**src/csr_pkg.sv**
```systemverilog
package csr_pkg;

   // CSR instruction operations, encoded as in the funct3 low bits.
   typedef enum logic [1:0] {
      CSR_OP_NONE = 2'b00,
      CSR_OP_RW   = 2'b01,
      CSR_OP_RS   = 2'b10,
      CSR_OP_RC   = 2'b11
   } csr_op_e;

   // Synchronous exceptions that can enter a trap.
   typedef enum logic [1:0] {
      EXC_NONE    = 2'b00,
      EXC_ILLEGAL = 2'b01, // mcause 2.
      EXC_BREAK   = 2'b10, // mcause 3.
      EXC_ECALL   = 2'b11  // mcause 11.
   } csr_exc_e;

   typedef struct packed {
      logic        en;
      csr_op_e     op;
      logic        src_sel;   // High selects the zero-extended uimm.
      logic [4:0]  uimm;
      logic [31:0] rs1_value;
      logic [11:0] addr;
   } csr_req_t;

   typedef struct packed {
      csr_exc_e    exc;
      logic [31:0] pc;
      logic        mret;
   } csr_trap_t;

   localparam logic [11:0] CSR_MSTATUS  = 12'h300;
   localparam logic [11:0] CSR_MTVEC    = 12'h305;
   localparam logic [11:0] CSR_MSTATUSH = 12'h310;
   localparam logic [11:0] CSR_MSCRATCH = 12'h340;
   localparam logic [11:0] CSR_MEPC     = 12'h341;
   localparam logic [11:0] CSR_MCAUSE   = 12'h342;
   localparam logic [11:0] CSR_MTVAL    = 12'h343;

   localparam int MSTATUS_MIE_BIT  = 3;
   localparam int MSTATUS_MPIE_BIT = 7;

endpackage

```
**src/csr_mstatus.sv**
```systemverilog
module csr_mstatus
   import csr_pkg::*;
(
   input  logic        clk_i,
   input  logic        rst_n_i,
   input  logic        en_i,
   input  logic [11:0] addr_i,
   input  logic [31:0] set_i,
   input  logic [31:0] clear_i,
   input  csr_trap_t   trap_i,
   output logic        ack_o,
   output logic [31:0] value_o,
   output logic        mie_o
);

   // Only machine mode exists, so MPP is hard wired to 11.
   localparam logic [31:0] MPP_MACHINE = 32'h0000_1800;

   logic        mie_q;
   logic        mpie_q;
   logic [31:0] write_value;

   assign ack_o = en_i && (addr_i == CSR_MSTATUS);

   always_comb begin
      value_o = MPP_MACHINE;
      value_o[MSTATUS_MIE_BIT]  = mie_q;
      value_o[MSTATUS_MPIE_BIT] = mpie_q;
   end

   assign write_value = (value_o | set_i) & ~clear_i;

   always_ff @(posedge clk_i or negedge rst_n_i) begin
      if (!rst_n_i) begin
         mie_q  <= 1'b0;
         mpie_q <= 1'b0;
      end else if (trap_i.exc != EXC_NONE) begin
         mpie_q <= mie_q; // Interrupt enable is stacked on trap entry.
         mie_q  <= 1'b0;
      end else if (trap_i.mret) begin
         mie_q  <= mpie_q;
         mpie_q <= 1'b1;
      end else if (ack_o) begin
         mie_q  <= write_value[MSTATUS_MIE_BIT];
         mpie_q <= write_value[MSTATUS_MPIE_BIT];
      end
   end

   assign mie_o = mie_q;

endmodule

```
**src/csr_mepc.sv**
```systemverilog
module csr_mepc
   import csr_pkg::*;
(
   input  logic        clk_i,
   input  logic        rst_n_i,
   input  logic        en_i,
   input  logic [11:0] addr_i,
   input  logic [31:0] set_i,
   input  logic [31:0] clear_i,
   input  csr_trap_t   trap_i,
   output logic        ack_o,
   output logic [31:0] value_o
);

   // Bits 1:0 are not stored, which keeps the value word aligned.
   logic [31:2] epc_q;
   logic [31:0] write_value;

   assign ack_o       = en_i && (addr_i == CSR_MEPC);
   assign value_o     = {epc_q, 2'b00};
   assign write_value = (value_o | set_i) & ~clear_i;

   always_ff @(posedge clk_i or negedge rst_n_i) begin
      if (!rst_n_i) begin
         epc_q <= '0;
      end else if (trap_i.exc != EXC_NONE) begin
         epc_q <= trap_i.pc[31:2];
      end else if (ack_o) begin
         epc_q <= write_value[31:2];
      end
   end

endmodule

```
**src/csr_mtvec.sv**
```systemverilog
module csr_mtvec
   import csr_pkg::*;
#(
   parameter logic [31:0] MTVEC_RESET = 32'h0000_0100
) (
   input  logic        clk_i,
   input  logic        rst_n_i,
   input  logic        en_i,
   input  logic [11:0] addr_i,
   input  logic [31:0] set_i,
   input  logic [31:0] clear_i,
   output logic        ack_o,
   output logic [31:0] value_o
);

   logic [31:2] base_q;
   logic [1:0]  mode_q;  // 0 is direct, 1 is vectored.
   logic [31:0] write_value;

   assign ack_o       = en_i && (addr_i == CSR_MTVEC);
   assign value_o     = {base_q, mode_q};
   assign write_value = (value_o | set_i) & ~clear_i;

   always_ff @(posedge clk_i or negedge rst_n_i) begin
      if (!rst_n_i) begin
         base_q <= MTVEC_RESET[31:2];
         mode_q <= MTVEC_RESET[1:0];
      end else if (ack_o) begin
         base_q <= write_value[31:2];
         // Modes 2 and 3 are reserved; such a write keeps the old mode.
         if (!write_value[1]) begin
            mode_q <= write_value[1:0];
         end
      end
   end

endmodule

```
**src/csr_mcause.sv**
```systemverilog
module csr_mcause
   import csr_pkg::*;
(
   input  logic        clk_i,
   input  logic        rst_n_i,
   input  logic        en_i,
   input  logic [11:0] addr_i,
   input  logic [31:0] set_i,
   input  logic [31:0] clear_i,
   input  csr_trap_t   trap_i,
   output logic        ack_o,
   output logic [31:0] value_o
);

   logic        intr_q;  // Bit 31 of mcause.
   logic [3:0]  code_q;
   logic [31:0] write_value;

   function automatic logic [3:0] exc_code(csr_exc_e exc);
      unique case (exc)
         EXC_ILLEGAL: return 4'd2;
         EXC_BREAK:   return 4'd3;
         EXC_ECALL:   return 4'd11;
         default:     return 4'd0;
      endcase
   endfunction

   assign ack_o       = en_i && (addr_i == CSR_MCAUSE);
   assign value_o     = {intr_q, 27'b0, code_q};
   assign write_value = (value_o | set_i) & ~clear_i;

   always_ff @(posedge clk_i or negedge rst_n_i) begin
      if (!rst_n_i) begin
         intr_q <= 1'b0;
         code_q <= '0;
      end else if (trap_i.exc != EXC_NONE) begin
         intr_q <= 1'b0; // Only synchronous exceptions reach this unit.
         code_q <= exc_code(trap_i.exc);
      end else if (ack_o) begin
         intr_q <= write_value[31];
         code_q <= write_value[3:0];
      end
   end

endmodule

```
**src/csr_mscratch.sv**
```systemverilog
module csr_mscratch
   import csr_pkg::*;
(
   input  logic        clk_i,
   input  logic        rst_n_i,
   input  logic        en_i,
   input  logic [11:0] addr_i,
   input  logic [31:0] set_i,
   input  logic [31:0] clear_i,
   output logic        ack_o,
   output logic [31:0] value_o
);

   logic [31:0] scratch_q;

   assign ack_o   = en_i && (addr_i == CSR_MSCRATCH);
   assign value_o = scratch_q;

   always_ff @(posedge clk_i or negedge rst_n_i) begin
      if (!rst_n_i) begin
         scratch_q <= '0;
      end else if (ack_o) begin
         scratch_q <= (scratch_q | set_i) & ~clear_i; // Every bit is writable.
      end
   end

endmodule

```
**src/csr_unit.sv**
```systemverilog
module csr_unit
   import csr_pkg::*;
#(
   parameter logic [31:0] MTVEC_RESET = 32'h0000_0100
) (
   input  logic        clk_i,
   input  logic        rst_n_i,

   input  csr_req_t    req_i,
   input  csr_trap_t   trap_i,

   output logic [31:0] read_o,
   output logic        illegal_o,

   output logic [31:0] mtvec_o,
   output logic [31:0] mepc_o,
   output logic        mie_o
);

   logic [31:0] source;
   logic [31:0] set_mask;
   logic [31:0] clear_mask;

   logic        mstatus_ack, mepc_ack, mtvec_ack, mcause_ack, mscratch_ack;
   logic [31:0] mstatus_value, mepc_value, mtvec_value, mcause_value, mscratch_value;
   logic        zero_ack;
   logic        any_ack;

   assign source = req_i.src_sel ? {27'b0, req_i.uimm} : req_i.rs1_value;

   always_comb begin
      set_mask   = '0;
      clear_mask = '0;
      unique case (req_i.op)
         CSR_OP_RW: begin
            set_mask   = source;
            clear_mask = ~source;
         end
         CSR_OP_RS: set_mask = source;
         CSR_OP_RC: clear_mask = source;
         default: ; // A plain read leaves every register as it is.
      endcase
   end

   csr_mstatus u_mstatus (
      .clk_i   (clk_i),
      .rst_n_i (rst_n_i),
      .en_i    (req_i.en),
      .addr_i  (req_i.addr),
      .set_i   (set_mask),
      .clear_i (clear_mask),
      .trap_i  (trap_i),
      .ack_o   (mstatus_ack),
      .value_o (mstatus_value),
      .mie_o   (mie_o)
   );

   csr_mepc u_mepc (
      .clk_i   (clk_i),
      .rst_n_i (rst_n_i),
      .en_i    (req_i.en),
      .addr_i  (req_i.addr),
      .set_i   (set_mask),
      .clear_i (clear_mask),
      .trap_i  (trap_i),
      .ack_o   (mepc_ack),
      .value_o (mepc_value)
   );

   csr_mtvec #(
      .MTVEC_RESET (MTVEC_RESET)
   ) u_mtvec (
      .clk_i   (clk_i),
      .rst_n_i (rst_n_i),
      .en_i    (req_i.en),
      .addr_i  (req_i.addr),
      .set_i   (set_mask),
      .clear_i (clear_mask),
      .ack_o   (mtvec_ack),
      .value_o (mtvec_value)
   );

   csr_mcause u_mcause (
      .clk_i   (clk_i),
      .rst_n_i (rst_n_i),
      .en_i    (req_i.en),
      .addr_i  (req_i.addr),
      .set_i   (set_mask),
      .clear_i (clear_mask),
      .trap_i  (trap_i),
      .ack_o   (mcause_ack),
      .value_o (mcause_value)
   );

   csr_mscratch u_mscratch (
      .clk_i   (clk_i),
      .rst_n_i (rst_n_i),
      .en_i    (req_i.en),
      .addr_i  (req_i.addr),
      .set_i   (set_mask),
      .clear_i (clear_mask),
      .ack_o   (mscratch_ack),
      .value_o (mscratch_value)
   );

   // mstatush and mtval answer with zero and drop writes.
   assign zero_ack = req_i.en && (req_i.addr == CSR_MSTATUSH || req_i.addr == CSR_MTVAL);

   assign any_ack = mstatus_ack | mepc_ack | mtvec_ack | mcause_ack | mscratch_ack | zero_ack;

   assign read_o = ({32{mstatus_ack}}  & mstatus_value)
                 | ({32{mepc_ack}}     & mepc_value)
                 | ({32{mtvec_ack}}    & mtvec_value)
                 | ({32{mcause_ack}}   & mcause_value)
                 | ({32{mscratch_ack}} & mscratch_value);

   assign illegal_o = req_i.en && !any_ack;

   assign mtvec_o = mtvec_value;
   assign mepc_o  = mepc_value;

endmodule

```
**config.mk**
```make
export PLATFORM = sky130hd
export DESIGN_NAME = csr_unit
export DESIGN_NICKNAME = d
export VERILOG_FILES = /design/src/csr_pkg.sv /design/src/csr_mstatus.sv /design/src/csr_mepc.sv /design/src/csr_mtvec.sv /design/src/csr_mcause.sv /design/src/csr_mscratch.sv /design/src/csr_unit.sv
export SDC_FILE = /design/constraint.sdc
export NUM_CORES = 1
export LEC_CHECK = 0
export ABC_CLOCK_PERIOD_IN_PS = 3700
export BUFFER_PORTS_ARGS = -buffer_cell sky130_fd_sc_hd__buf_2
export CAP_MARGIN = 20
export CORE_ASPECT_RATIO = 1.5
export CORE_MARGIN = 2
export CORE_UTILIZATION = 40
export DETAILED_ROUTE_END_ITERATION = 10
export PLACE_DENSITY_LB_ADDON = 0.08
export SYNTH_ARGS = -nofsm -noshare
export SYNTH_HDL_FRONTEND = slang
export SYNTH_SLANG_ARGS = --single-unit
```
**constraint.sdc**
```tcl
create_clock -name clk_i -period 3.7 [get_ports clk_i]
set_input_delay 0.555 -clock clk_i [delete_from_list [all_inputs] [get_ports clk_i]]
set_output_delay 0.555 -clock clk_i [all_outputs]
set_load 0.005 [all_outputs]
```
## Yosys cells after proc, flatten, opt, wreduce, memory -nomap -nowiden

Cells that the tools add are included.

- Output and inout bits: 98
- Register bits after elaboration: 100

- Equal/unequal tests: 13
- Mux-type cells: 16
- Bitwise logic cells: 27
- Reduce and logical (&&, ||, !) cells: 15

Operators by type and width:

| kind | number |
|---|---|
| $and 32x32->32 | 8 |
| $or 32x32->32 | 8 |
| $eq 12x10->1 const B | 7 |
| $mux 32 | 2 |
| $not 32->32 | 2 |
| $pmux 32 s2 | 1 |
| $mux 30 | 2 |
| $and 32x13->32 | 1 |
| $pmux 4 s3 | 1 |
| $and 8x8->8 | 1 |
| $eq 2x2->1 const B | 4 |
| $mux 1 | 8 |
| $mux 4 | 2 |
| $or 8x8->8 | 1 |
| $logic_and 1x1->1 | 7 |
| $reduce_bool 2->1 | 3 |
| $or 1x1->1 | 5 |
| $eq 2x1->1 const B | 2 |
| $reduce_bool 3->1 | 1 |
| $reduce_and 2->1 | 1 |
| $reduce_or 2->1 | 1 |
| $logic_not 1->1 | 1 |
| $logic_or 1x1->1 | 1 |
| $not 1->1 | 1 |

## Logic depth before layout (Yosys ltp)

Gate-level depths: netlist (run 1).

- Depth in word-level cells: 9
- Depth in mapped cells: 7

## Hierarchy

A second synthesis (run 1) with hierarchy kept.

- Cells, all modules: 809
- Area, all modules: 7,811.2 um^2

Modules (own cells, without submodules):

| module | times used | cells each | area an instance (um^2) |
|---|---|---|---|
| csr_mepc | 1 | 170 | 1,854.3 |
| csr_mscratch | 1 | 188 | 1,834.3 |
| csr_unit | 1 | 234 | 1,669.1 |
| csr_mtvec | 1 | 108 | 1,466.4 |
| csr_mcause | 1 | 54 | 550.5 |
| csr_mstatus | 1 | 55 | 436.7 |

## Least setup slack after synthesis (run 1)

Ideal clock, no wire load.

- Kind: input port to output port
- Start point: input req_i[4] (netlist name)
- End point: output read_o[25]
- Cell stages on the path: 6
- Path buffers: 2
- Path slack: 1,137 ps
- Arrival time: 2,008 ps
- Required time: 3,145 ps
- Cell sequence: or4b_4 nor4_4 buf_2 buf_2 a222oi_1 inv_1

- Longest elaborated chain between the ends: 7
- Elaborated cells on any way between the ends: 19
- Classes of those cells: eq/ne: 5; bitwise: 9; reduce/logical: 5

Ends and longest elaborated chain:

| item | RTL line | text |
|---|---|---|
| from (decl) | csr_unit.sv:9 | `input csr_req_t req_i,` |
| $eq 12x10->1, on equally long branches | csr_mstatus.sv:23, csr_mepc.sv:19 |  |
| $logic_and 1x1->1, on equally long branches | csr_mstatus.sv:23, csr_mepc.sv:19 |  |
| $and 32x13->32 or $and 32x32->32 (tied branches) | csr_unit.sv:111, csr_unit.sv:112 |  |
| $or 32x32->32 | csr_unit.sv:112 | `\| ({32{mepc_ack}} & mepc_value)` |
| $or 32x32->32 | csr_unit.sv:113 | `\| ({32{mtvec_ack}} & mtvec_value)` |
| $or 32x32->32 | csr_unit.sv:114 | `\| ({32{mcause_ack}} & mcause_value)` |
| $or 32x32->32 (*) | csr_unit.sv:115 | `\| ({32{mscratch_ack}} & mscratch_value);` |
| to (decl) | csr_unit.sv:12 | `output logic [31:0] read_o,` |

Every way passes the cells marked *; elsewhere a longest branch is shown, timed or not.

## Worst setup path after layout (run 1)

- Start point: input req_i[7] (netlist name)
- End point: output read_o[0]

Same word-level chain as after synthesis.

==> results of run 1 <==
final cells by class:
cell class                 instances  area (um^2)  share of cell area [%]
inverter                          27        101.3                   1.454
sequential                       100         2504                   35.92
multi-input combinational        423         2818                   40.43
tap                              165        206.4                   2.962
timing repair buffer             194         1054                   15.12
clock buffer                      12        236.5                   3.393
clock inverter                     4        50.05                  0.7181
metal layers:
| metal | routed length, um | part of all wire [%] |
|---|---|---|
| met1 | 7341 | 41 |
| met4 | 318 | 1.8 |
| met5 | 0 | 0 |
| met3 | 1073 | 5.9 |
| met2 | 9301 | 52 |
synthesized netlist by cell type (20+ instances only):
cell type,n
sky130_fd_sc_hd__a21oi_1,81
sky130_fd_sc_hd__nand2b_1,29
sky130_fd_sc_hd__a222oi_1,25
sky130_fd_sc_hd__buf_2,20
sky130_fd_sc_hd__o21ai_1,28
sky130_fd_sc_hd__mux2_2,31
sky130_fd_sc_hd__a21o_1,32
sky130_fd_sc_hd__clkbuf_1,33
sky130_fd_sc_hd__dfrtp_1,99
sky130_fd_sc_hd__a31oi_1,80
sky130_fd_sc_hd__inv_1,27
sky130_fd_sc_hd__nand2_1,31
cell families (layout without fill, tap and decap cells):
logic type | Yosys count | in the layout
AO/OA/AOI/OAI | 276 | 276
AND/OR/NAND/NOR | 103 | 103
flip-flops | 100 | 100
buffers and inverters | 84 | 237
multiplexers | 39 | 39
adder cells (fa/ha/maj) | 2 | 2
other | 1 | 3
critical path: cells and delay by family:
kind            cells  cell delay, ns
buf+inv             4            0.75
simple gates        2            0.98
compound gates      1            0.20
stage by stage:
stage               hold WS (ns)  utilization [%]  cells
floorplan                 0.2594                -    607
global placement          0.4905            47.99    909
detailed placement        0.5160            47.99    909
CTS                       0.2980            50.04    925
global route              0.2857            50.04    925
finish                    0.2635            50.04    925
sequential cells by signal (all words and copies together), names as in the netlist:
register            count
u_mepc.epc_q           30
u_mtvec.base_q         30
u_mcause.intr_q         1
u_mtvec.mode_q          1
u_mstatus.mpie_q        1
u_mscratch.value_o     32
u_mstatus.mie_o         1
u_mcause.code_q         4
path summary, 6_finish.rpt:
| path | from | endpoint | slack, ns | cells past startpoint |
|---|---|---|---|---|
| max | req_i[7] | read_o[0] | 0.65 | 7 |
| min | rst_n_i | u_mepc.epc_q[31] | 0.26 | 2 |
| max reg2reg | u_mepc.epc_q[3] | u_mepc.epc_q[3] | 2.84 | 2 |
| min reg2reg | u_mscratch.value_o[14] | u_mscratch.value_o[14] | 0.53 | 2 |
| max in group asynchronous | rst_n_i | u_mtvec.base_q[12] | 2.98 | 2 |
| min in group clk_i | trap_i[7] | u_mepc.epc_q[6] | 0.42 | 3 |
where the power goes:
group / switching, mW / internal, mW / total [mW]
clock network: 0.410 / 0.525 / 0.935
registers: 0.0242 / 1.12 / 1.15
logic: 0.199 / 0.136 / 0.336
total: 0.634 / 1.78 / 2.42
==> insert_results.sql, run 1 <==
INSERT INTO impl_metrics (metric_group, metric, value, unit) VALUES
('floorplan', 'die_w', '101.1', 'um'),
('timing', 'finalSetupViolCount', '0', ''),
('place', 'detailed_place_hpwl', '11.61', 'mm'),
('setup_path', 'cp-start-kind', 'input pin', ''),
('synthesis', 'synth_enable_flop_cells', '0', ''),
('floorplan', 'ioPinCount', '188', ''),
('grt', 'number_of_antenna_violations_at_the_first_check_in_global_routing', '0', ''),
('drt', 'wirelength', '18.03', 'mm'),
('synthesis', 'synthesis.yosys.warnings', '0', ''),
('timing', 'period_minus_slack', '3.053', 'ns'),
('setup_path', 'timing.critical_path.cells', 'buf_2 -> nand4bb_1 -> nor4_4 -> buf_4 -> a222oi_1 -> inv_1 -> buf_2', ''),
('grt', 'grt.busiest_layer', 'met2', ''),
('job', 'drv.max_cap_violation_count', '0', ''),
('clocking', 'cts_hold_fix_bufs', '0', ''),
('drt', 'drt_first_pass_iters', '8', ''),
('timing', 'totalNegativeSetupSlack', '0', 'ns'),
('timing', 'max-slew-margin-rel', '35.15', '%'),
('place', 'post_dp_cell_area', '6683', 'um^2'),
('synthesis', 'netlist.top_cell.by_area', 'sky130_fd_sc_hd__dfrtp_1', ''),
('clocking', 'cts_tree', 'yes', ''),
('grt', 'maximum_number_of_pins_on_one_net_before_global_route_repair', '101', ''),
('cells_and_area', 'final_area', '6969', 'um^2'),
('worst_hold_path', 'hp-class', 'in2async', ''),
('setup_path', 'slowest_stage', 'sky130_fd_sc_hd__nand4bb_1', ''),
('drt', 'vias', '5658', ''),
('drt', 'routed_wire_length_per_instance', '19.50', 'um'),
('setup_path', 'worst-path-max-fanout', '41', ''),
('setup_path', 'critical_path.most_common_cell', 'sky130_fd_sc_hd__buf_2', ''),
('floorplan', 'core_area', '13930', 'um^2'),
('setup_path', 'critical_path_arrival', '2.50', 'ns'),
('drt', 'viasPerCell', '6.117', ''),
('synthesis', 'yosysSeqAreaShare', '44.29', '%'),
('drt', 'drt_first_iter_violations', '570', ''),
('grt', 'grt.met1_usage', '30.35', '%'),
('clocking', 'clock_tree.buffer_depth', '2', ''),
('synthesis', 'synth-compound-area-share', '30.88', '%'),
('clocking', 'cts_max_level', '3', ''),
('timing', 'final_max_slew_viol_count', '0', ''),
('power_and_ir_drop', 'total_leakage_power', '3.612', 'nW'),
('cells_and_area', 'mostFrequentLayoutCell', 'sky130_fd_sc_hd__buf_2', ''),
('place', 'port_buffers', '182', ''),
('cells_and_area', 'syn_to_final_growth', '23.28', '%'),
('clocking', 'cts_root_buffer', 'sky130_fd_sc_hd__clkbuf_16', ''),
('timing', 'hold_viol', '0', ''),
('synthesis', 'combinational_family_with_the_most_area_after_synthesis', 'compound AO/OA/AOI/OAI gates', ''),
('setup_path', 'path_class', 'in2out', ''),
('synthesis', 'synth.area.top_cells', 'sky130_fd_sc_hd__dfrtp_1 44%, sky130_fd_sc_hd__a31oi_1 8.9%, sky130_fd_sc_hd__a21oi_1 7.2%', ''),
('synthesis', 'ys.flop_type', 'sky130_fd_sc_hd__dfrtp_1', ''),
('status', 'run_status', 'completed', ''),
('synthesis', 'synth_top_area_share', '43.82', '%'),
('floorplan', 'initial_utilization', '40.59', '%'),
('timing', 'layout_setup_ws', '0.6475', 'ns'),
('drt', 'route.antenna.remaining_nets', '0', ''),
('power_and_ir_drop', 'vdd_ir_drop_max', '0.2246', 'mV'),
('place', 'preCtsSetupSlack', '0.6917', 'ns'),
('floorplan', 'placement_rows', '53', ''),
('power_and_ir_drop', 'fin_total_pwr', '2.419', 'mW'),
('synthesis', 'synthArstFlopShare', '100.0', '%'),
('timing', 'finalCritPeriodShare', '82.50', '%'),
('synthesis', 'netlist_area', '5653', 'um^2'),
('timing', 'maxClockFrequency', '327.6', 'MHz'),
('drt', 'drc', '0', ''),
('clocking', 'clk_transition_reported_paths', '0.07', 'ns'),
('cells_and_area', 'num-fill-cells', '1341', ''),
('synthesis', 'yosysUniqueCellTypes', '42', ''),
('clocking', 'total_clock_sinks', '100', ''),
('cells_and_area', 'antenna-diode-count', '0', ''),
('grt', 'met2_track_demand_over_resource_in_global_routing', '40.36', '%'),
('setup_path', 'cp_data_required_time', '3.14', 'ns'),
('synthesis', 'synth_fa_ha_area_share', '0.4427', '%'),
('timing', 'worst_pin_slew', '0.9727', 'ns');
Power figures use the tool's default switching activity.
==> inputs of run 2 (changes only) <==
--- a/config.mk
+++ b/config.mk
@@ -5,7 +5,7 @@
 export SDC_FILE = /design/constraint.sdc
 export NUM_CORES = 1
 export LEC_CHECK = 0
-export ABC_CLOCK_PERIOD_IN_PS = 3700
+export ABC_CLOCK_PERIOD_IN_PS = 2700
 export BUFFER_PORTS_ARGS = -buffer_cell sky130_fd_sc_hd__buf_2
 export CAP_MARGIN = 20
 export CORE_ASPECT_RATIO = 1.5
==> constraint.sdc (replaced) <==
create_clock -name clk_i -period 2.7 [get_ports clk_i]
set_input_delay 0.405 -clock clk_i [delete_from_list [all_inputs] [get_ports clk_i]]
set_output_delay 0.405 -clock clk_i [all_outputs]
set_load 0.005 [all_outputs]
==> run 2 against run 1 <==
  * Via count decreased by 0.83%
  * Non-clock buffer count increased by 15
  * Global-route usage increased by 0.14 points
  * Count of clock-buffer cells in the layout decreased by 1
  * Clock skew about the same
  * Worst hold slack got worse by 0.18 ns
  * Critical path depth increased by 1
  * First-iteration DRC count decreased by 30%
  * Combinational power increased by 39%
  * Critical endpoint is now read_o[17]
  * Final area increased by 2.5%
==> insert_results.sql, run 2 (synthesis gave the netlist of run 1 again) <==
INSERT INTO impl_metrics (metric_group, metric, value, unit) VALUES
('status', 'run_status', 'completed', ''),
('clocking', 'post_cts_setup_bufs', '0', ''),
('grt', 'maximum_number_of_pins_on_one_net_before_global_route_repair', '57', ''),
('timing', 'layout_setup_ws', '0.1306', 'ns'),
('clocking', 'cts_inserted_buffers', '9', ''),
('floorplan', 'initial_utilization', '40.59', '%'),
('clocking', 'cts_tree', 'yes', ''),
('cells_and_area', 'mostFrequentLayoutCell', 'sky130_fd_sc_hd__buf_2', ''),
('clocking', 'cts_hold_fix_bufs', '0', ''),
('floorplan', 'die_w', '101.1', 'um'),
('power_and_ir_drop', 'total_leakage_power', '3.706', 'nW'),
('floorplan', 'die_h', '149.6', 'um'),
('cells_and_area', 'syn_to_final_growth', '26.34', '%'),
('timing', 'period_minus_slack', '2.569', 'ns'),
('grt', 'number_of_global_route_vias_before_repair', '5479', ''),
('cells_and_area', 'num-nets-final', '862', ''),
('clocking', 'cts_max_level', '3', ''),
('power_and_ir_drop', 'p_sw_share', '26.38', '%'),
('cells_and_area', 'num-fill-cells', '1366', ''),
('setup_path', 'critical_path_arrival', '2.16', 'ns'),
('setup_path', 'cp_data_required_time', '2.30', 'ns'),
('setup_path', 'crit_end_element', 'output port', ''),
('place', 'detailed_place_hpwl', '12.53', 'mm'),
('job', 'drv.max_cap_violation_count', '0', ''),
('setup_path', 'worst-path-max-fanout', '19', ''),
('drt', 'wirelength', '18.16', 'mm'),
('timing', 'totalNegativeSetupSlack', '0', 'ns'),
('clocking', 'cts.repair.resized', '0', ''),
('power_and_ir_drop', 'share_seq_of_total_power', '47.4', '%'),
('setup_path', 'cp-start-kind', 'input pin', ''),
('power_and_ir_drop', 'vdd_ir_drop_max', '0.2481', 'mV'),
('grt', 'grt_pass1_wl', '28.43', 'mm'),
('drt', 'routed_wire_length_per_instance', '19.33', 'um'),
('clocking', 'cts_root_buffer', 'sky130_fd_sc_hd__clkbuf_16', ''),
('power_and_ir_drop', 'power.clock.fraction', '38.6', '%'),
('power_and_ir_drop', 'power_per_cell_area', '464.9', 'nW/um^2'),
('clocking', 'clk_transition_reported_paths', '0.07', 'ns'),
('timing', 'unrepaired_setup_endpoints_after_global_routing', 'false', ''),
('cells_and_area', 'antenna-diode-count', '0', ''),
('clocking', 'clock_latency', '0.34', 'ns'),
('floorplan', 'ioPinCount', '188', ''),
('floorplan', 'core_area', '13930', 'um^2'),
('grt', 'globalRouteTotalUtil', '23.81', '%'),
('timing', 'worst_pin_slew', '0.7951', 'ns'),
('place', 'finalWeightedCongestion', '0.8755', ''),
('drt', 'route.antenna.remaining_nets', '0', ''),
('grt', 'number_of_antenna_violations_at_the_first_check_in_global_routing', '0', ''),
('timing', 'maxClockFrequency', '389.2', 'MHz'),
('drt', 'drt_first_pass_iters', '7', ''),
('drt', 'drt_first_iter_violations', '399', ''),
('timing', 'finClkSkew', '0.0001459', 'ns'),
('timing', 'final_max_slew_viol_count', '0', ''),
('place', 'preCtsSetupSlack', '0.1385', 'ns'),
('drt', 'vias', '5611', ''),
('power_and_ir_drop', 'power.internal', '2.445', 'mW'),
('place', 'port_buffers', '182', ''),
('power_and_ir_drop', 'p_comb_share', '14.0', '%'),
('place', 'post_dp_cell_area', '6858', 'um^2'),
('floorplan', 'die_area', '15120', 'um^2'),
('cells_and_area', 'most_frequent_cells_in_the_layout', '181 x sky130_fd_sc_hd__buf_2, 99 x sky130_fd_sc_hd__dfrtp_1, 81 x sky130_fd_sc_hd__a21oi_1', ''),
('timing', 'hold_viol', '0', ''),
('cells_and_area', 'flip_flop_count_of_the_largest_register_all_copies_and_words_added', '32', ''),
('grt', 'grt.overflow.total', '0', ''),
('timing', 'finalSetupViolCount', '0', ''),
('cells_and_area', 'layout_cell_share_with_drive_strength_beyond_1', '33.98', '%'),
('timing', 'max-slew-margin-rel', '46.99', '%'),
('drt', 'viasPerCell', '5.976', ''),
('cells_and_area', 'final_area', '7142', 'um^2'),
('setup_path', 'path_class', 'in2out', ''),
('clocking', 'total_clock_sinks', '100', ''),
('power_and_ir_drop', 'p_sw', '0.8758', 'mW'),
('timing', 'finalCritPeriodShare', '95.16', '%'),
('worst_hold_path', 'hp-class', 'in2async', ''),
('clocking', 'clock_tree.buffer_depth', '2', ''),
('drt', 'drc', '0', ''),
('floorplan', 'placement_rows', '53', '');
## run 2: cell types whose count changed in the layout (fill, tap and decap cells not counted), sizes merged
cell	previous run	this run
clkbuf	12	11
clkinv	1	2
buf	194	209
clkinvlp	2	1
## run 2: worst paths after layout
path                       slack, ns                     end                   start  depth (start not counted)
max                             0.13              read_o[17]                req_i[4]                          8
min                             0.08  u_mscratch.value_o[30]                 rst_n_i                          1
max reg2reg                     1.82         u_mepc.epc_q[3]         u_mepc.epc_q[3]                          2
min reg2reg                     0.53  u_mscratch.value_o[12]  u_mscratch.value_o[12]                          2
max in group asynchronous       1.82       u_mtvec.base_q[8]                 rst_n_i                          2
min in group clk_i              0.26         u_mepc.epc_q[5]               trap_i[6]                          3
## run 2: power groups by stage
stage                     combinational, mW  clock (mW)  sequential (mW)
after CTS                             0.470        1.31             1.57
after floorplan                       0.231           0             1.60
after global routing                  0.517        1.37             1.58
after detailed placement              0.468           0             1.60
final                                 0.466        1.28             1.57
after global placement                0.461           0             1.60
## run 2: cell type report
type,count,area (um^2),share of cell area (%)
Inverter,27,101.3,1.419
Timing Repair Buffer,209,1229,17.20
Clock inverter,4,51.30,0.7183
Clock buffer,11,232.7,3.259
Sequential cell,100,2504,35.06
Multi-Input combinational cell,423,2818,39.45
Tap cell,165,206.4,2.891
## run 2: stage by stage
step	total power [mW]	utilization, %	hold slack, ns	std cells
after floorplan	1.832	-	0.1094	607
after global placement	2.062	49.25	0.4766	924
after detailed placement	2.071	49.25	0.4780	924
after CTS	3.353	51.28	0.09930	939
after global routing	3.470	51.28	0.1274	939
final	3.320	51.28	0.08084	939
## run 2: worst max-delay path: stages
cell,delay (ns)
sky130_fd_sc_hd__buf_2,0.12
sky130_fd_sc_hd__or4b_4,0.58
sky130_fd_sc_hd__nor4_4,0.41
sky130_fd_sc_hd__buf_12,0.21
sky130_fd_sc_hd__buf_12,0.15
sky130_fd_sc_hd__a222oi_1,0.09
sky130_fd_sc_hd__inv_1,0.07
sky130_fd_sc_hd__buf_2,0.10
## run 2: layer usage
layer | part of all wire [%] | wire length (um) | global-route usage (%)
met2 | 52 | 9447 | 40.56
met3 | 5.6 | 1024 | 3.596
met5 | 0 | 0 | 0
met1 | 40 | 7290 | 30.63
met4 | 2.2 | 393 | 8.041
